`src/frontend_pkg.sv`:
```
package frontend_pkg;

    localparam int inst_w = 32;
    localparam int addr_w = 32;

    // opcode field
    localparam int op_msb = 31;
    localparam int op_lsb = 26;
    localparam int op_w   = op_msb - op_lsb + 1;

    // register fields
    localparam int reg_w  = 5;
    localparam int rs_msb = 25;
    localparam int rs_lsb = 21;
    localparam int rt_msb = 20;
    localparam int rt_lsb = 16;
    localparam int rd_msb = 15;
    localparam int rd_lsb = 11;

    localparam logic [op_w-1:0] opc_nop    = 6'b000000;
    localparam logic [op_w-1:0] opc_branch = 6'b000100;
    localparam logic [op_w-1:0] opc_load   = 6'b100011;
    localparam logic [op_w-1:0] opc_store  = 6'b101011;

    // everything not listed above decodes as alu
    typedef enum logic [2:0] {op_alu, op_load, op_store, op_branch, op_nop} op_kind;

endpackage

```
`src/issue_pkg.sv`:
```
package issue_pkg;

    // branch / delay slot tracking
    // st_slot_wait: branch went alone, next master is its delay slot
    // st_branch_pending: branch and delay slot went as a pair
    typedef enum logic [1:0] {
        st_idle,
        st_branch_pending,
        st_slot_wait
    } ds_state;

    localparam int cnt_w_default = 32; // statistics counters

endpackage

```
`src/if_id.sv`:
```
module if_id (
    input  logic                            clk,
    input  logic                            rst,
    input  logic                            f_ok1,
    input  logic                            f_ok2,
    input  logic [frontend_pkg::addr_w-1:0] f_addr1,
    input  logic [frontend_pkg::addr_w-1:0] f_addr2,
    input  logic [frontend_pkg::inst_w-1:0] f_data1,
    input  logic [frontend_pkg::inst_w-1:0] f_data2,
    input  logic                            issue1,
    input  logic                            issue2,
    input  logic                            keep_slot,
    input  logic                            flush,
    output logic                            d_ok1,
    output logic                            d_ok2,
    output logic [frontend_pkg::addr_w-1:0] d_addr1,
    output logic [frontend_pkg::addr_w-1:0] d_addr2,
    output logic [frontend_pkg::inst_w-1:0] d_data1,
    output logic [frontend_pkg::inst_w-1:0] d_data2,
    output logic [1:0]                      fetch_take,
    output logic                            occupy
);

    // held delay slot instruction
    logic                            hold;
    logic [frontend_pkg::inst_w-1:0] hold_data;
    logic [frontend_pkg::addr_w-1:0] hold_addr;

    // slave that missed issue
    logic [frontend_pkg::inst_w-1:0] occ_data;
    logic [frontend_pkg::addr_w-1:0] occ_addr;

    logic hold_capture;
    logic occ_capture;

    always_comb begin
        d_ok1   = 1'b0;
        d_ok2   = 1'b0;
        d_data1 = '0;
        d_data2 = '0;
        d_addr1 = '0;
        d_addr2 = '0;
        if (hold) begin // delay slot goes alone
            d_ok1   = 1'b1;
            d_data1 = hold_data;
            d_addr1 = hold_addr;
        end else if (occupy) begin
            d_ok1   = 1'b1;
            d_data1 = occ_data;
            d_addr1 = occ_addr;
            d_ok2   = f_ok1;
            d_data2 = f_data1;
            d_addr2 = f_addr1;
        end else if (keep_slot) begin
            d_ok1   = f_ok1;
            d_data1 = f_data1;
            d_addr1 = f_addr1;
        end else if (!flush) begin
            d_ok1   = f_ok1;
            d_data1 = f_data1;
            d_addr1 = f_addr1;
            d_ok2   = f_ok1 && f_ok2; // slot 2 only behind slot 1
            d_data2 = f_data2;
            d_addr2 = f_addr2;
        end
    end

    // master stuck when the redirect arrives
    assign hold_capture = keep_slot && !issue1 && !hold && d_ok1;
    // wrong-path slaves are dropped, not captured
    assign occ_capture  = issue1 && d_ok2 && !issue2 && !keep_slot && !flush;

    always_comb begin
        if (hold)
            fetch_take = 2'd0;
        else if (flush && !issue1)
            fetch_take = 2'd0;
        else if (occupy)
            fetch_take = issue1 ? 2'd1 : 2'd0; // only fetch slot 1 is on offer
        else if (issue1)
            fetch_take = d_ok2 ? 2'd2 : 2'd1; // slave issued or captured
        else
            fetch_take = 2'd0;
    end

    always_ff @(posedge clk) begin
        if (rst) begin
            occupy <= 1'b0;
            hold   <= 1'b0;
        end else begin
            if (hold_capture)
                occupy <= 1'b0; // occupied master moves to the hold
            else if (issue1 || flush)
                occupy <= occ_capture;

            if (hold_capture)
                hold <= 1'b1;
            else if (issue1)
                hold <= 1'b0;
        end
    end

    always_ff @(posedge clk) begin
        if (hold_capture) begin
            hold_data <= d_data1;
            hold_addr <= d_addr1;
        end
        if (occ_capture) begin
            occ_data <= d_data2;
            occ_addr <= d_addr2;
        end
    end

    a_hold_occupy_excl: assert property (@(posedge clk) disable iff (rst)
        !(occupy && hold));

    a_slot2_behind_slot1: assert property (@(posedge clk) disable iff (rst)
        $rose(d_ok2) |-> d_ok1);

endmodule

```
`src/issue_ctrl.sv`:
```
module issue_ctrl (
    input  logic                            d_ok1,
    input  logic                            d_ok2,
    input  logic [frontend_pkg::inst_w-1:0] d_data1,
    input  logic [frontend_pkg::inst_w-1:0] d_data2,
    input  logic                            stall,
    input  logic                            in_delayslot,
    output logic                            issue1,
    output logic                            issue2,
    output logic                            branch1
);

    frontend_pkg::op_kind kind1;
    frontend_pkg::op_kind kind2;

    logic [frontend_pkg::reg_w-1:0] dest1;
    logic [frontend_pkg::reg_w-1:0] rs2;
    logic [frontend_pkg::reg_w-1:0] rt2;
    logic                           has_dest1;
    logic                           raw;
    logic                           mem_pair;

    function automatic frontend_pkg::op_kind decode(
        input logic [frontend_pkg::inst_w-1:0] inst
    );
        logic [frontend_pkg::op_w-1:0] op;
        op = inst[frontend_pkg::op_msb:frontend_pkg::op_lsb];
        case (op)
            frontend_pkg::opc_nop:    decode = frontend_pkg::op_nop;
            frontend_pkg::opc_branch: decode = frontend_pkg::op_branch;
            frontend_pkg::opc_load:   decode = frontend_pkg::op_load;
            frontend_pkg::opc_store:  decode = frontend_pkg::op_store;
            default:                  decode = frontend_pkg::op_alu;
        endcase
    endfunction

    assign kind1 = decode(d_data1);
    assign kind2 = decode(d_data2);
    assign rs2   = d_data2[frontend_pkg::rs_msb:frontend_pkg::rs_lsb];
    assign rt2   = d_data2[frontend_pkg::rt_msb:frontend_pkg::rt_lsb];

    // master destination register
    always_comb begin
        has_dest1 = 1'b0;
        dest1     = d_data1[frontend_pkg::rd_msb:frontend_pkg::rd_lsb];
        case (kind1)
            frontend_pkg::op_alu:  has_dest1 = 1'b1;
            frontend_pkg::op_load: begin
                has_dest1 = 1'b1;
                dest1     = d_data1[frontend_pkg::rt_msb:frontend_pkg::rt_lsb];
            end
            default: has_dest1 = 1'b0;
        endcase
    end

    assign raw      = has_dest1 && (rs2 == dest1 || rt2 == dest1);
    assign mem_pair = (kind1 == frontend_pkg::op_load || kind1 == frontend_pkg::op_store)
                   && (kind2 == frontend_pkg::op_load || kind2 == frontend_pkg::op_store);

    assign issue1  = d_ok1 && !stall;
    assign issue2  = issue1 && d_ok2 && kind2 != frontend_pkg::op_branch && !raw && !mem_pair;
    // a branch sitting in a delay slot is not tracked as one
    assign branch1 = d_ok1 && kind1 == frontend_pkg::op_branch && !in_delayslot;

endmodule

```
`src/delayslot_fsm.sv`:
```
module delayslot_fsm (
    input  logic clk,
    input  logic rst,
    input  logic issue1,
    input  logic issue2,
    input  logic branch1,
    input  logic redirect,
    output logic keep_slot,
    output logic flush,
    output logic in_delayslot
);

    issue_pkg::ds_state state;
    issue_pkg::ds_state state_next;

    always_comb begin
        state_next = state;
        case (state)
            issue_pkg::st_idle,
            issue_pkg::st_branch_pending: begin
                if (redirect)
                    state_next = issue_pkg::st_idle; // flushed
                else if (issue1 && branch1)
                    state_next = issue2 ? issue_pkg::st_branch_pending
                                        : issue_pkg::st_slot_wait;
                else if (issue1)
                    state_next = issue_pkg::st_idle;
            end
            issue_pkg::st_slot_wait: begin
                if (issue1) // delay slot is out
                    state_next = issue_pkg::st_idle;
            end
            default: state_next = issue_pkg::st_idle;
        endcase
    end

    always_ff @(posedge clk) begin
        if (rst)
            state <= issue_pkg::st_idle;
        else
            state <= state_next;
    end

    assign in_delayslot = state == issue_pkg::st_slot_wait;
    assign keep_slot    = redirect && in_delayslot;  // delay slot still owed
    assign flush        = redirect && !in_delayslot;

    // only a lone branch opens the delay slot window
    a_slot_after_branch: assert property (@(posedge clk) disable iff (rst)
        $rose(in_delayslot) |-> $past(issue1 && branch1 && !issue2));

endmodule

```
`src/issue_counter.sv`:
```
module issue_counter #(
    parameter int COUNT_WIDTH = issue_pkg::cnt_w_default
) (
    input  logic                   clk,
    input  logic                   rst,
    input  logic                   issue1,
    input  logic                   issue2,
    input  logic                   in_delayslot,
    output logic [COUNT_WIDTH-1:0] master_count,
    output logic [COUNT_WIDTH-1:0] slave_count,
    output logic [COUNT_WIDTH-1:0] dual_count
);

    always_ff @(posedge clk) begin
        if (rst) begin
            master_count <= '0;
            slave_count  <= '0;
            dual_count   <= '0;
        end else begin
            if (issue1)
                master_count <= master_count + 1'b1; // wraps
            if (issue2)
                slave_count <= slave_count + 1'b1;
            if (issue1 && issue2)
                dual_count <= dual_count + 1'b1;
        end
    end

    // a delay slot is counted once, window closes on its issue
    a_slot_counted_once: assert property (@(posedge clk) disable iff (rst)
        (in_delayslot && issue1) |=> !in_delayslot);

endmodule

```
`src/frontend_top.sv`:
```
module frontend_top #(
    parameter int COUNT_WIDTH = issue_pkg::cnt_w_default
) (
    input  logic                            clk,
    input  logic                            rst,
    input  logic                            f_ok1,
    input  logic                            f_ok2,
    input  logic [frontend_pkg::addr_w-1:0] f_addr1,
    input  logic [frontend_pkg::addr_w-1:0] f_addr2,
    input  logic [frontend_pkg::inst_w-1:0] f_data1,
    input  logic [frontend_pkg::inst_w-1:0] f_data2,
    input  logic                            stall,
    input  logic                            redirect,
    output logic                            d_ok1,
    output logic                            d_ok2,
    output logic [frontend_pkg::addr_w-1:0] d_addr1,
    output logic [frontend_pkg::addr_w-1:0] d_addr2,
    output logic [frontend_pkg::inst_w-1:0] d_data1,
    output logic [frontend_pkg::inst_w-1:0] d_data2,
    output logic                            issue1,
    output logic                            issue2,
    output logic                            in_delayslot,
    output logic [1:0]                      fetch_take,
    output logic [COUNT_WIDTH-1:0]          master_count,
    output logic [COUNT_WIDTH-1:0]          slave_count,
    output logic [COUNT_WIDTH-1:0]          dual_count
);

    logic branch1;
    logic keep_slot;
    logic flush;

    if_id u_if_id (
        .clk        (clk),
        .rst        (rst),
        .f_ok1      (f_ok1),
        .f_ok2      (f_ok2),
        .f_addr1    (f_addr1),
        .f_addr2    (f_addr2),
        .f_data1    (f_data1),
        .f_data2    (f_data2),
        .issue1     (issue1),
        .issue2     (issue2),
        .keep_slot  (keep_slot),
        .flush      (flush),
        .d_ok1      (d_ok1),
        .d_ok2      (d_ok2),
        .d_addr1    (d_addr1),
        .d_addr2    (d_addr2),
        .d_data1    (d_data1),
        .d_data2    (d_data2),
        .fetch_take (fetch_take),
        .occupy     ()              // internal to the pair register
    );

    issue_ctrl u_issue_ctrl (
        .d_ok1        (d_ok1),
        .d_ok2        (d_ok2),
        .d_data1      (d_data1),
        .d_data2      (d_data2),
        .stall        (stall),
        .in_delayslot (in_delayslot),
        .issue1       (issue1),
        .issue2       (issue2),
        .branch1      (branch1)
    );

    delayslot_fsm u_delayslot_fsm (
        .clk          (clk),
        .rst          (rst),
        .issue1       (issue1),
        .issue2       (issue2),
        .branch1      (branch1),
        .redirect     (redirect),
        .keep_slot    (keep_slot),
        .flush        (flush),
        .in_delayslot (in_delayslot)
    );

    issue_counter #(
        .COUNT_WIDTH (COUNT_WIDTH)
    ) u_issue_counter (
        .clk          (clk),
        .rst          (rst),
        .issue1       (issue1),
        .issue2       (issue2),
        .in_delayslot (in_delayslot),
        .master_count (master_count),
        .slave_count  (slave_count),
        .dual_count   (dual_count)
    );

endmodule

```
`config.mk`:
```
export PLATFORM = sky130hd
export DESIGN_NAME = frontend_top
export DESIGN_NICKNAME = d
export VERILOG_FILES = /design/src/frontend_pkg.sv /design/src/issue_pkg.sv /design/src/if_id.sv /design/src/issue_ctrl.sv /design/src/delayslot_fsm.sv /design/src/issue_counter.sv /design/src/frontend_top.sv
export SDC_FILE = /design/constraint.sdc
export NUM_CORES = 1
export LEC_CHECK = 0
export BUFFER_PORTS_ARGS = -buffer_cell sky130_fd_sc_hd__buf_2
export CORE_UTILIZATION = 45
export CTS_CLUSTER_DIAMETER = 120
export CTS_CLUSTER_SIZE = 24
export DETAILED_ROUTE_END_ITERATION = 7
export PLACE_DENSITY_LB_ADDON = 0.25
export SLEW_MARGIN = 20
export SYNTH_ARGS = -nofsm -noshare
export SYNTH_HDL_FRONTEND = slang
export SYNTH_HIERARCHICAL = 1
export SYNTH_SLANG_ARGS = --single-unit
```
`constraint.sdc`:
```
create_clock -name clk -period 21.7 [get_ports clk]
set_input_delay 4.34 -clock clk [delete_from_list [all_inputs] [get_ports clk]]
set_output_delay 4.34 -clock clk [all_outputs]
set_load 0.01 [all_outputs]
```
# [Word-level counts from Yosys, hierarchy flattened]
# Index checks and enable logic that the tools add are counted.
[op_classes] eq_ne=16 muxes=41 addsub=3 n_reduce_logical=42
[op_table] op="2-to-1 mux 32 bit" n=16
[op_table] op="adder 32 x 1 -> 32 bit, second input constant" n=3
[op_table] op="equality test 6 bit, second input constant" n=4
[op_table] op="one-hot mux 3 bit (4 select lines)" n=2
[op_table] op="logical AND 1 bit" n=21
[op_table] op="2-to-1 mux 2 bit" n=9
[op_table] op="equality test 6 x 3 -> 1 bit, second input constant" n=2
[op_table] op="zero test 6 bit" n=2
[op_table] op="2-to-1 mux 1 bit" n=12
[op_table] op="equality test 5 bit" n=2
[op_table] op="equality test 3 x 2 -> 1 bit, second input constant" n=3
[op_table] op="zero test 1 bit" n=9
[op_table] op="equality test 3 x 1 -> 1 bit, second input constant" n=2
[op_table] op="OR reduction 2 bit" n=3
[op_table] op="2-to-1 mux 5 bit" n=1
[op_table] op="logical OR 1 bit" n=4
[op_table] op="one-hot mux 2 bit (2 select lines)" n=1
[op_table] op="zero test 3 bit" n=1
[op_table] op="!= test 3 x 2 -> 1 bit, second input constant" n=1
[op_table] op="equality test 2 x 1 -> 1 bit, second input constant" n=1
[op_table] op="equality test 2 bit, second input constant" n=1
[op_table] op="zero test 2 bit" n=1
[op_table] op="nonzero test 2 bit" n=1
[totals] register_bits=228 inputBits=134

# [Logic depth before layout (Yosys ltp)]
[depth] depth_word=21 depth_mapped=21 mapped_depth_nobuf=16

# [Cells and area by module]
# The synthesis kept the hierarchy.
[by_module_without_submodules] mod="if_id" instances=1 area_each_um2=6168.4 cells_each=525 seq_area_each_um2=3883.7
[by_module_without_submodules] mod="issue_counter" instances=1 area_each_um2=4505.6 cells_each=531 seq_area_each_um2=1921.8
[by_module_without_submodules] mod="issue_ctrl" instances=1 area_each_um2=380.4 cells_each=51 seq_area_each_um2=0.0
[by_module_without_submodules] mod="delayslot_fsm" instances=1 area_each_um2=120.1 cells_each=12 seq_area_each_um2=40.0

# [Worst setup path before layout]
# Ideal clock, no wire load.
[synth_timing] kind="input port to flip-flop" from="input port redirect" to="register u_if_id.hold" required_time_ns=21.612 stages=6 path_slack_ns=8.782 t_arrival_ns=12.830 path_cell_list="and2_2 nor2b_1 o21ai_0 nor2b_1 nor4b_1 o21ba_2"
[synth_between] elab_chain_cells=11
[synth_rtl] item="start, declared" line_no="frontend_top.sv:13" text="input logic redirect,"
[synth_rtl] item="logical AND 1 bit" line_no="delayslot_fsm.sv:46" text="assign flush = redirect && !in_delayslot;"
[synth_rtl] item="2-to-1 mux 1 bit" line_no="if_id.sv:58" text="end else if (!flush) begin"
[synth_rtl] item="2-to-1 mux 1 bit (*)" line_no="if_id.sv:54" text="end else if (keep_slot) begin"
[synth_rtl] item="2-to-1 mux 1 bit (*)" line_no="if_id.sv:47" text="end else if (occupy) begin"
[synth_rtl] item="2-to-1 mux 1 bit (*)" line_no="if_id.sv:43" text="if (hold) begin"
[synth_rtl] item="named net d_ok1" line_no="frontend_top.sv:14" text="output logic d_ok1,"
[synth_rtl] item="logical AND 1 bit (*)" line_no="issue_ctrl.sv:60" text="assign issue1 = d_ok1 && !stall;"
[synth_rtl] item="named net issue1" line_no="frontend_top.sv:20" text="output logic issue1,"
[synth_rtl] item="zero test 1 bit (*)" line_no="if_id.sv:69" text="assign hold_capture = keep_slot && !issue1 && !hold && d_ok1;"
[synth_rtl] item="logical AND 1 bit (*) (3 in a row)" line_no="if_id.sv:69"
[synth_rtl] item="named net u_if_id.hold_capture" line_no="if_id.sv:33" text="logic hold_capture;"
[synth_rtl] item="2-to-1 mux 1 bit or nonzero test 2 bit (tied branches)"
[synth_rtl] item="end signal, assigned" line_no="if_id.sv:89" text="hold <= 1'b0;"
[synth_rtl] item="end signal, assigned" line_no="if_id.sv:97" text="hold <= 1'b1;"
[synth_rtl] item="end signal, assigned" line_no="if_id.sv:99" text="hold <= 1'b0;"
[synth_rtl] item="end, declared" line_no="if_id.sv:25" text="logic hold;"
# Mark *: on every way through the listed nets, which the timed path passes. The rest lies on a longest branch.
# A chain may end at the register's enable or synchronous reset.

# [Worst setup path in the final report]
[layout_timing] from="input port redirect" to="output port issue2"
[layout_between] elab_chain_cells=15
[layout_rtl] item="logical AND 1 bit (*)" line_no="delayslot_fsm.sv:46"
[layout_rtl] item="named net flush" line_no="frontend_top.sv:31" text="logic flush;"
[layout_rtl] item="2-to-1 mux 32 bit" line_no="if_id.sv:58"
[layout_rtl] item="2-to-1 mux 32 bit" line_no="if_id.sv:54"
[layout_rtl] item="2-to-1 mux 32 bit" line_no="if_id.sv:47"
[layout_rtl] item="2-to-1 mux 32 bit" line_no="if_id.sv:43"
[layout_rtl] item="equality test 6 bit, or another cell as far along" line_no="issue_ctrl.sv:28" text="case (op)"
[layout_rtl] item="one-hot mux 3 bit (4 select lines)" line_no="issue_ctrl.sv:28"
[layout_rtl] item="equality test 3 x 1 -> 1 bit" line_no="issue_ctrl.sv:46, issue_ctrl.sv:57"
[layout_rtl] item="2-to-1 mux 5 bit" line_no="issue_ctrl.sv:46" text="case (kind1)"
[layout_rtl] item="equality test 5 bit" line_no="issue_ctrl.sv:56" text="assign raw = has_dest1 && (rs2 == dest1 || rt2 == dest1);"
[layout_rtl] item="logical OR 1 bit" line_no="issue_ctrl.sv:56"
[layout_rtl] item="logical AND 1 bit" line_no="issue_ctrl.sv:56"
[layout_rtl] item="zero test 1 bit" line_no="issue_ctrl.sv:61" text="assign issue2 = issue1 && d_ok2 && kind2 != frontend_pkg::op_branch && !raw && !mem_pair;"
[layout_rtl] item="logical AND 1 bit" line_no="issue_ctrl.sv:61"
[layout_rtl] item="logical AND 1 bit (*)" line_no="issue_ctrl.sv:61"
[layout_rtl] item="end, declared" line_no="frontend_top.sv:21" text="output logic issue2,"
# Marks and branches as above.

==> results.txt <==
Power spread over the standard cell area amounts to 58.8 nW/um^2. The congestion estimate from routability-driven global placement came to 0.876. Derived from the worst setup path, the maximum achievable clock frequency is 0.0809 GHz. The logs give 0 for the total count of max-transition violations in the final report and 33.0 mm for the final wirelength. The die is 160 um wide. The number of maximum-capacitance constraint violations is 0. The number of setup violations in the final report is 0, and the time the final worst path needs with I/O delays and setup is 12,370 ps. Entering global routing, the biggest net connects 83 pins. On the final layout, the worst hold slack is 479 ps. The proportion of register bits with asynchronous set or reset after synthesis was 0%. VDD sags by at most 49.6 uV.

The total number of vias was 10,119; the number of setup buffers added after CTS was 0. The logs give 13 for the clock buffer count from CTS and 17,360 ps for the data required time at the worst endpoint. The mean routed wirelength per cell came out at 18.7 um. The HPWL after detailed placement is 22.4 mm. For the post-synthesis instance total, the log shows 1,119.

The run gives 0 as the hold violation total from the final report. The starting density of the core came out at 45.9%. Gates resized during post-CTS repair numbered 0. Classification of the worst-slack hold path: reg -> reg. In the routed layout, each cell is associated on average with a via count of 5.73.

The worst setup path is of the in -> out kind. STA puts the critical path data arrival time at 8030 ps. For this design, the CTS-stage hold fixing added 0 buffers. Sequential cells were found to cover 52.3% of the synthesized design area. On the final layout, the worst clock skew is 26.5 ps. The peak fanout along the critical path works out to 43.

The final clock period utilization by the worst path was 57.0%. The analysis attributes to cell leakage a power of 0.00569 uW. The number of enable-type register cells in the synthesized netlist was 128; the unique cell type count in the Yosys netlist was 56. The tree is rooted in a sky130_fd_sc_hd__clkbuf_16. After synthesis the netlist holds a flip-flop and latch count of 228.

Most common flop cell mapped by yosys: sky130_fd_sc_hd__edfxtp_1. The number of antenna violations at the first check in global routing came out at 7. The run finished with clean final reports. The fraction of layout cells with a size suffix above 1 is 29.6%. STA classifies the critical path startpoint as a primary input. Setup repair after global routing left no endpoint under its margin.

TritonCTS built the clock tree. For the pin with the worst max-slew slack, the measured transition is 931 ps. For the number of global-route vias before repair, the log shows 9,352.

The most common cell after layout, fill and taps aside is sky130_fd_sc_hd__buf_2. The CTS clock-pin slew for the worst setup and hold paths is 100 ps, and the number of warnings issued by yosys is 6. The floorplan row count is 57.

Ranked by total cell area, the synthesized netlist is headed by sky130_fd_sc_hd__edfxtp_1, sky130_fd_sc_hd__dfxtp_1, sky130_fd_sc_hd__a21oi_1. The layout-stage area growth over the synthesis result was 21.6%. The number of buffers on the longest clock path was 3. The run gives 0 as the remaining antenna violation count after routing.

After the first detailed-routing iteration, the DRC count stood at 719. In this run the standard cell core region covers 24,300 sq um. The net count after synthesis was 1,256.

CTS saw 228 sinks. The source-to-sink clock delay at the later pin of the worst-skew pair was 500 ps. Cell taking the most area after synthesis: sky130_fd_sc_hd__edfxtp_1.

The tools report the area of the die as 25,500 sq um. The die is 160 um tall. The H-tree depth is 1, and the headroom to the max-slew limit is 37.7%. The portion of synthesized cell area occupied by the leading cell type was 34.4%; the total of buffers placed on input and output ports was 364. The sum of overflow across all layers after global routing was 0; the first-pass GRT wire length was 51.5 mm. The core utilization of the finished layout came out at 55.9%.

In the routed design, unresolved DRC markers number 0. After synthesis, the mean cell area works out to 9.99 sq um. At the end of the flow, the number of nets in the layout was 1,566. Adding up every negative setup slack in the final design gives 0 ps. The I/O pin count came out at 365. The detailed-router iteration count before antenna repair is 4. In the layout the commonest cells are sky130_fd_sc_hd__buf_2, sky130_fd_sc_hd__edfxtp_1, sky130_fd_sc_hd__a21oi_1. The tools report the overall fraction of global-route tracks in use as 25.0%. STA classifies the critical path endpoint as an output pin. The mapped netlist covers 11,200 sq um.
-- per-layer routing --
layer  part of all wire (%)  track usage [%]  vias up
met5                  0.039                0        -
met4                    3.6             9.83        2
met3                    7.3             5.91       57
met2                     47             40.7      341
met1                     42             32.1     4870
li1                       -                -     4849
-- stage by stage --
step	power [uW]	setup WS (ps)	cell area (sq um)	cells
3_3_place_gp	547	9390	13200	1738
4_1_cts	809	9350	13600	1760
6_report	799	9330	13600	1766
3_5_place_dp	548	9360	13200	1738
5_1_grt	829	9090	13600	1765
2_1_floorplan	508	8780	11200	1119
-- state kept, by name (all words and copies together) (netlist names), 2 cells and up --
signal,count
u_if_id/occ_data,32
u_if_id/hold_data,32
u_if_id/hold_addr,32
u_issue_counter/master_count,32
u_delayslot_fsm/state,2
u_issue_counter/dual_count,32
u_if_id/occ_addr,32
u_issue_counter/slave_count,32
-- critical path, stage by stage --
cell and delay (ps):
sky130_fd_sc_hd__buf_2 110, sky130_fd_sc_hd__and2_2 190, sky130_fd_sc_hd__nor2b_1 170, sky130_fd_sc_hd__nor3_4 710
sky130_fd_sc_hd__buf_4 590, sky130_fd_sc_hd__a21o_1 310, sky130_fd_sc_hd__nand4b_4 150, sky130_fd_sc_hd__nor3_4 390
sky130_fd_sc_hd__mux2i_1 190, sky130_fd_sc_hd__a22o_1 260, sky130_fd_sc_hd__a211oi_1 270, sky130_fd_sc_hd__a211oi_2 130
sky130_fd_sc_hd__buf_2 160
-- where the power goes --
group / leakage (uW) / internal, uW / switching, uW
logic: 0.00354 / 32.6 / 48.3
clock network: 0.000180 / 116 / 145
registers: 0.00198 / 457 / 0.617
-- area by class of cell --
cell class                 instances  area [sq um]
antenna                            6          15.0
clock buffer                      20           352
multi-input combinational        784          4920
clock inverter                     2          25.0
timing repair buffer             376          1910
fill                            2228         10700
sequential                       228          5850
inverter                          26          97.6
tap                              324           405
-- worst paths after layout --
kind | startpoint | to | slack (ps) | cells after the start
setup / recovery | redirect | issue2 | 9330 | 13
hold / removal | u_delayslot_fsm/state[0] | u_delayslot_fsm/state[0] | 480 | 2
setup reg to reg | u_delayslot_fsm/state[0] | u_if_id/occ_addr[7] | 15420 | 17
hold reg to reg | u_delayslot_fsm/state[0] | u_delayslot_fsm/state[0] | 480 | 2
-- synthesized netlist by cell type, drive strengths merged, types with 17 or more instances --
cell type,n
o31ai,32
nor3,17
xor2,20
or3,27
nand3,90
nand4,27
o21ai,25
nor2,48
inv,26
nand2,101
a22o,67
clkbuf,43
edfxtp,128
buf,38
a21o,64
a21oi,124
dfxtp,100
or4,40
-- kinds of logic (layout without fill, tap and decap cells) --
family	count (synthesis)	count (layout)	share of synthesized area, %
AOI/OAI and AO/OA	327	327	19.7
xor gates and xnor gates	36	36	2.82
adders and majority gates	3	3	0.336
buffers and inverters	107	424	3.93
DFF	228	228	52.3
muxes	14	14	1.33
other	0	6	0
and+or+nand+nor	404	404	19.6
Power figures use the tool's default switching activity.
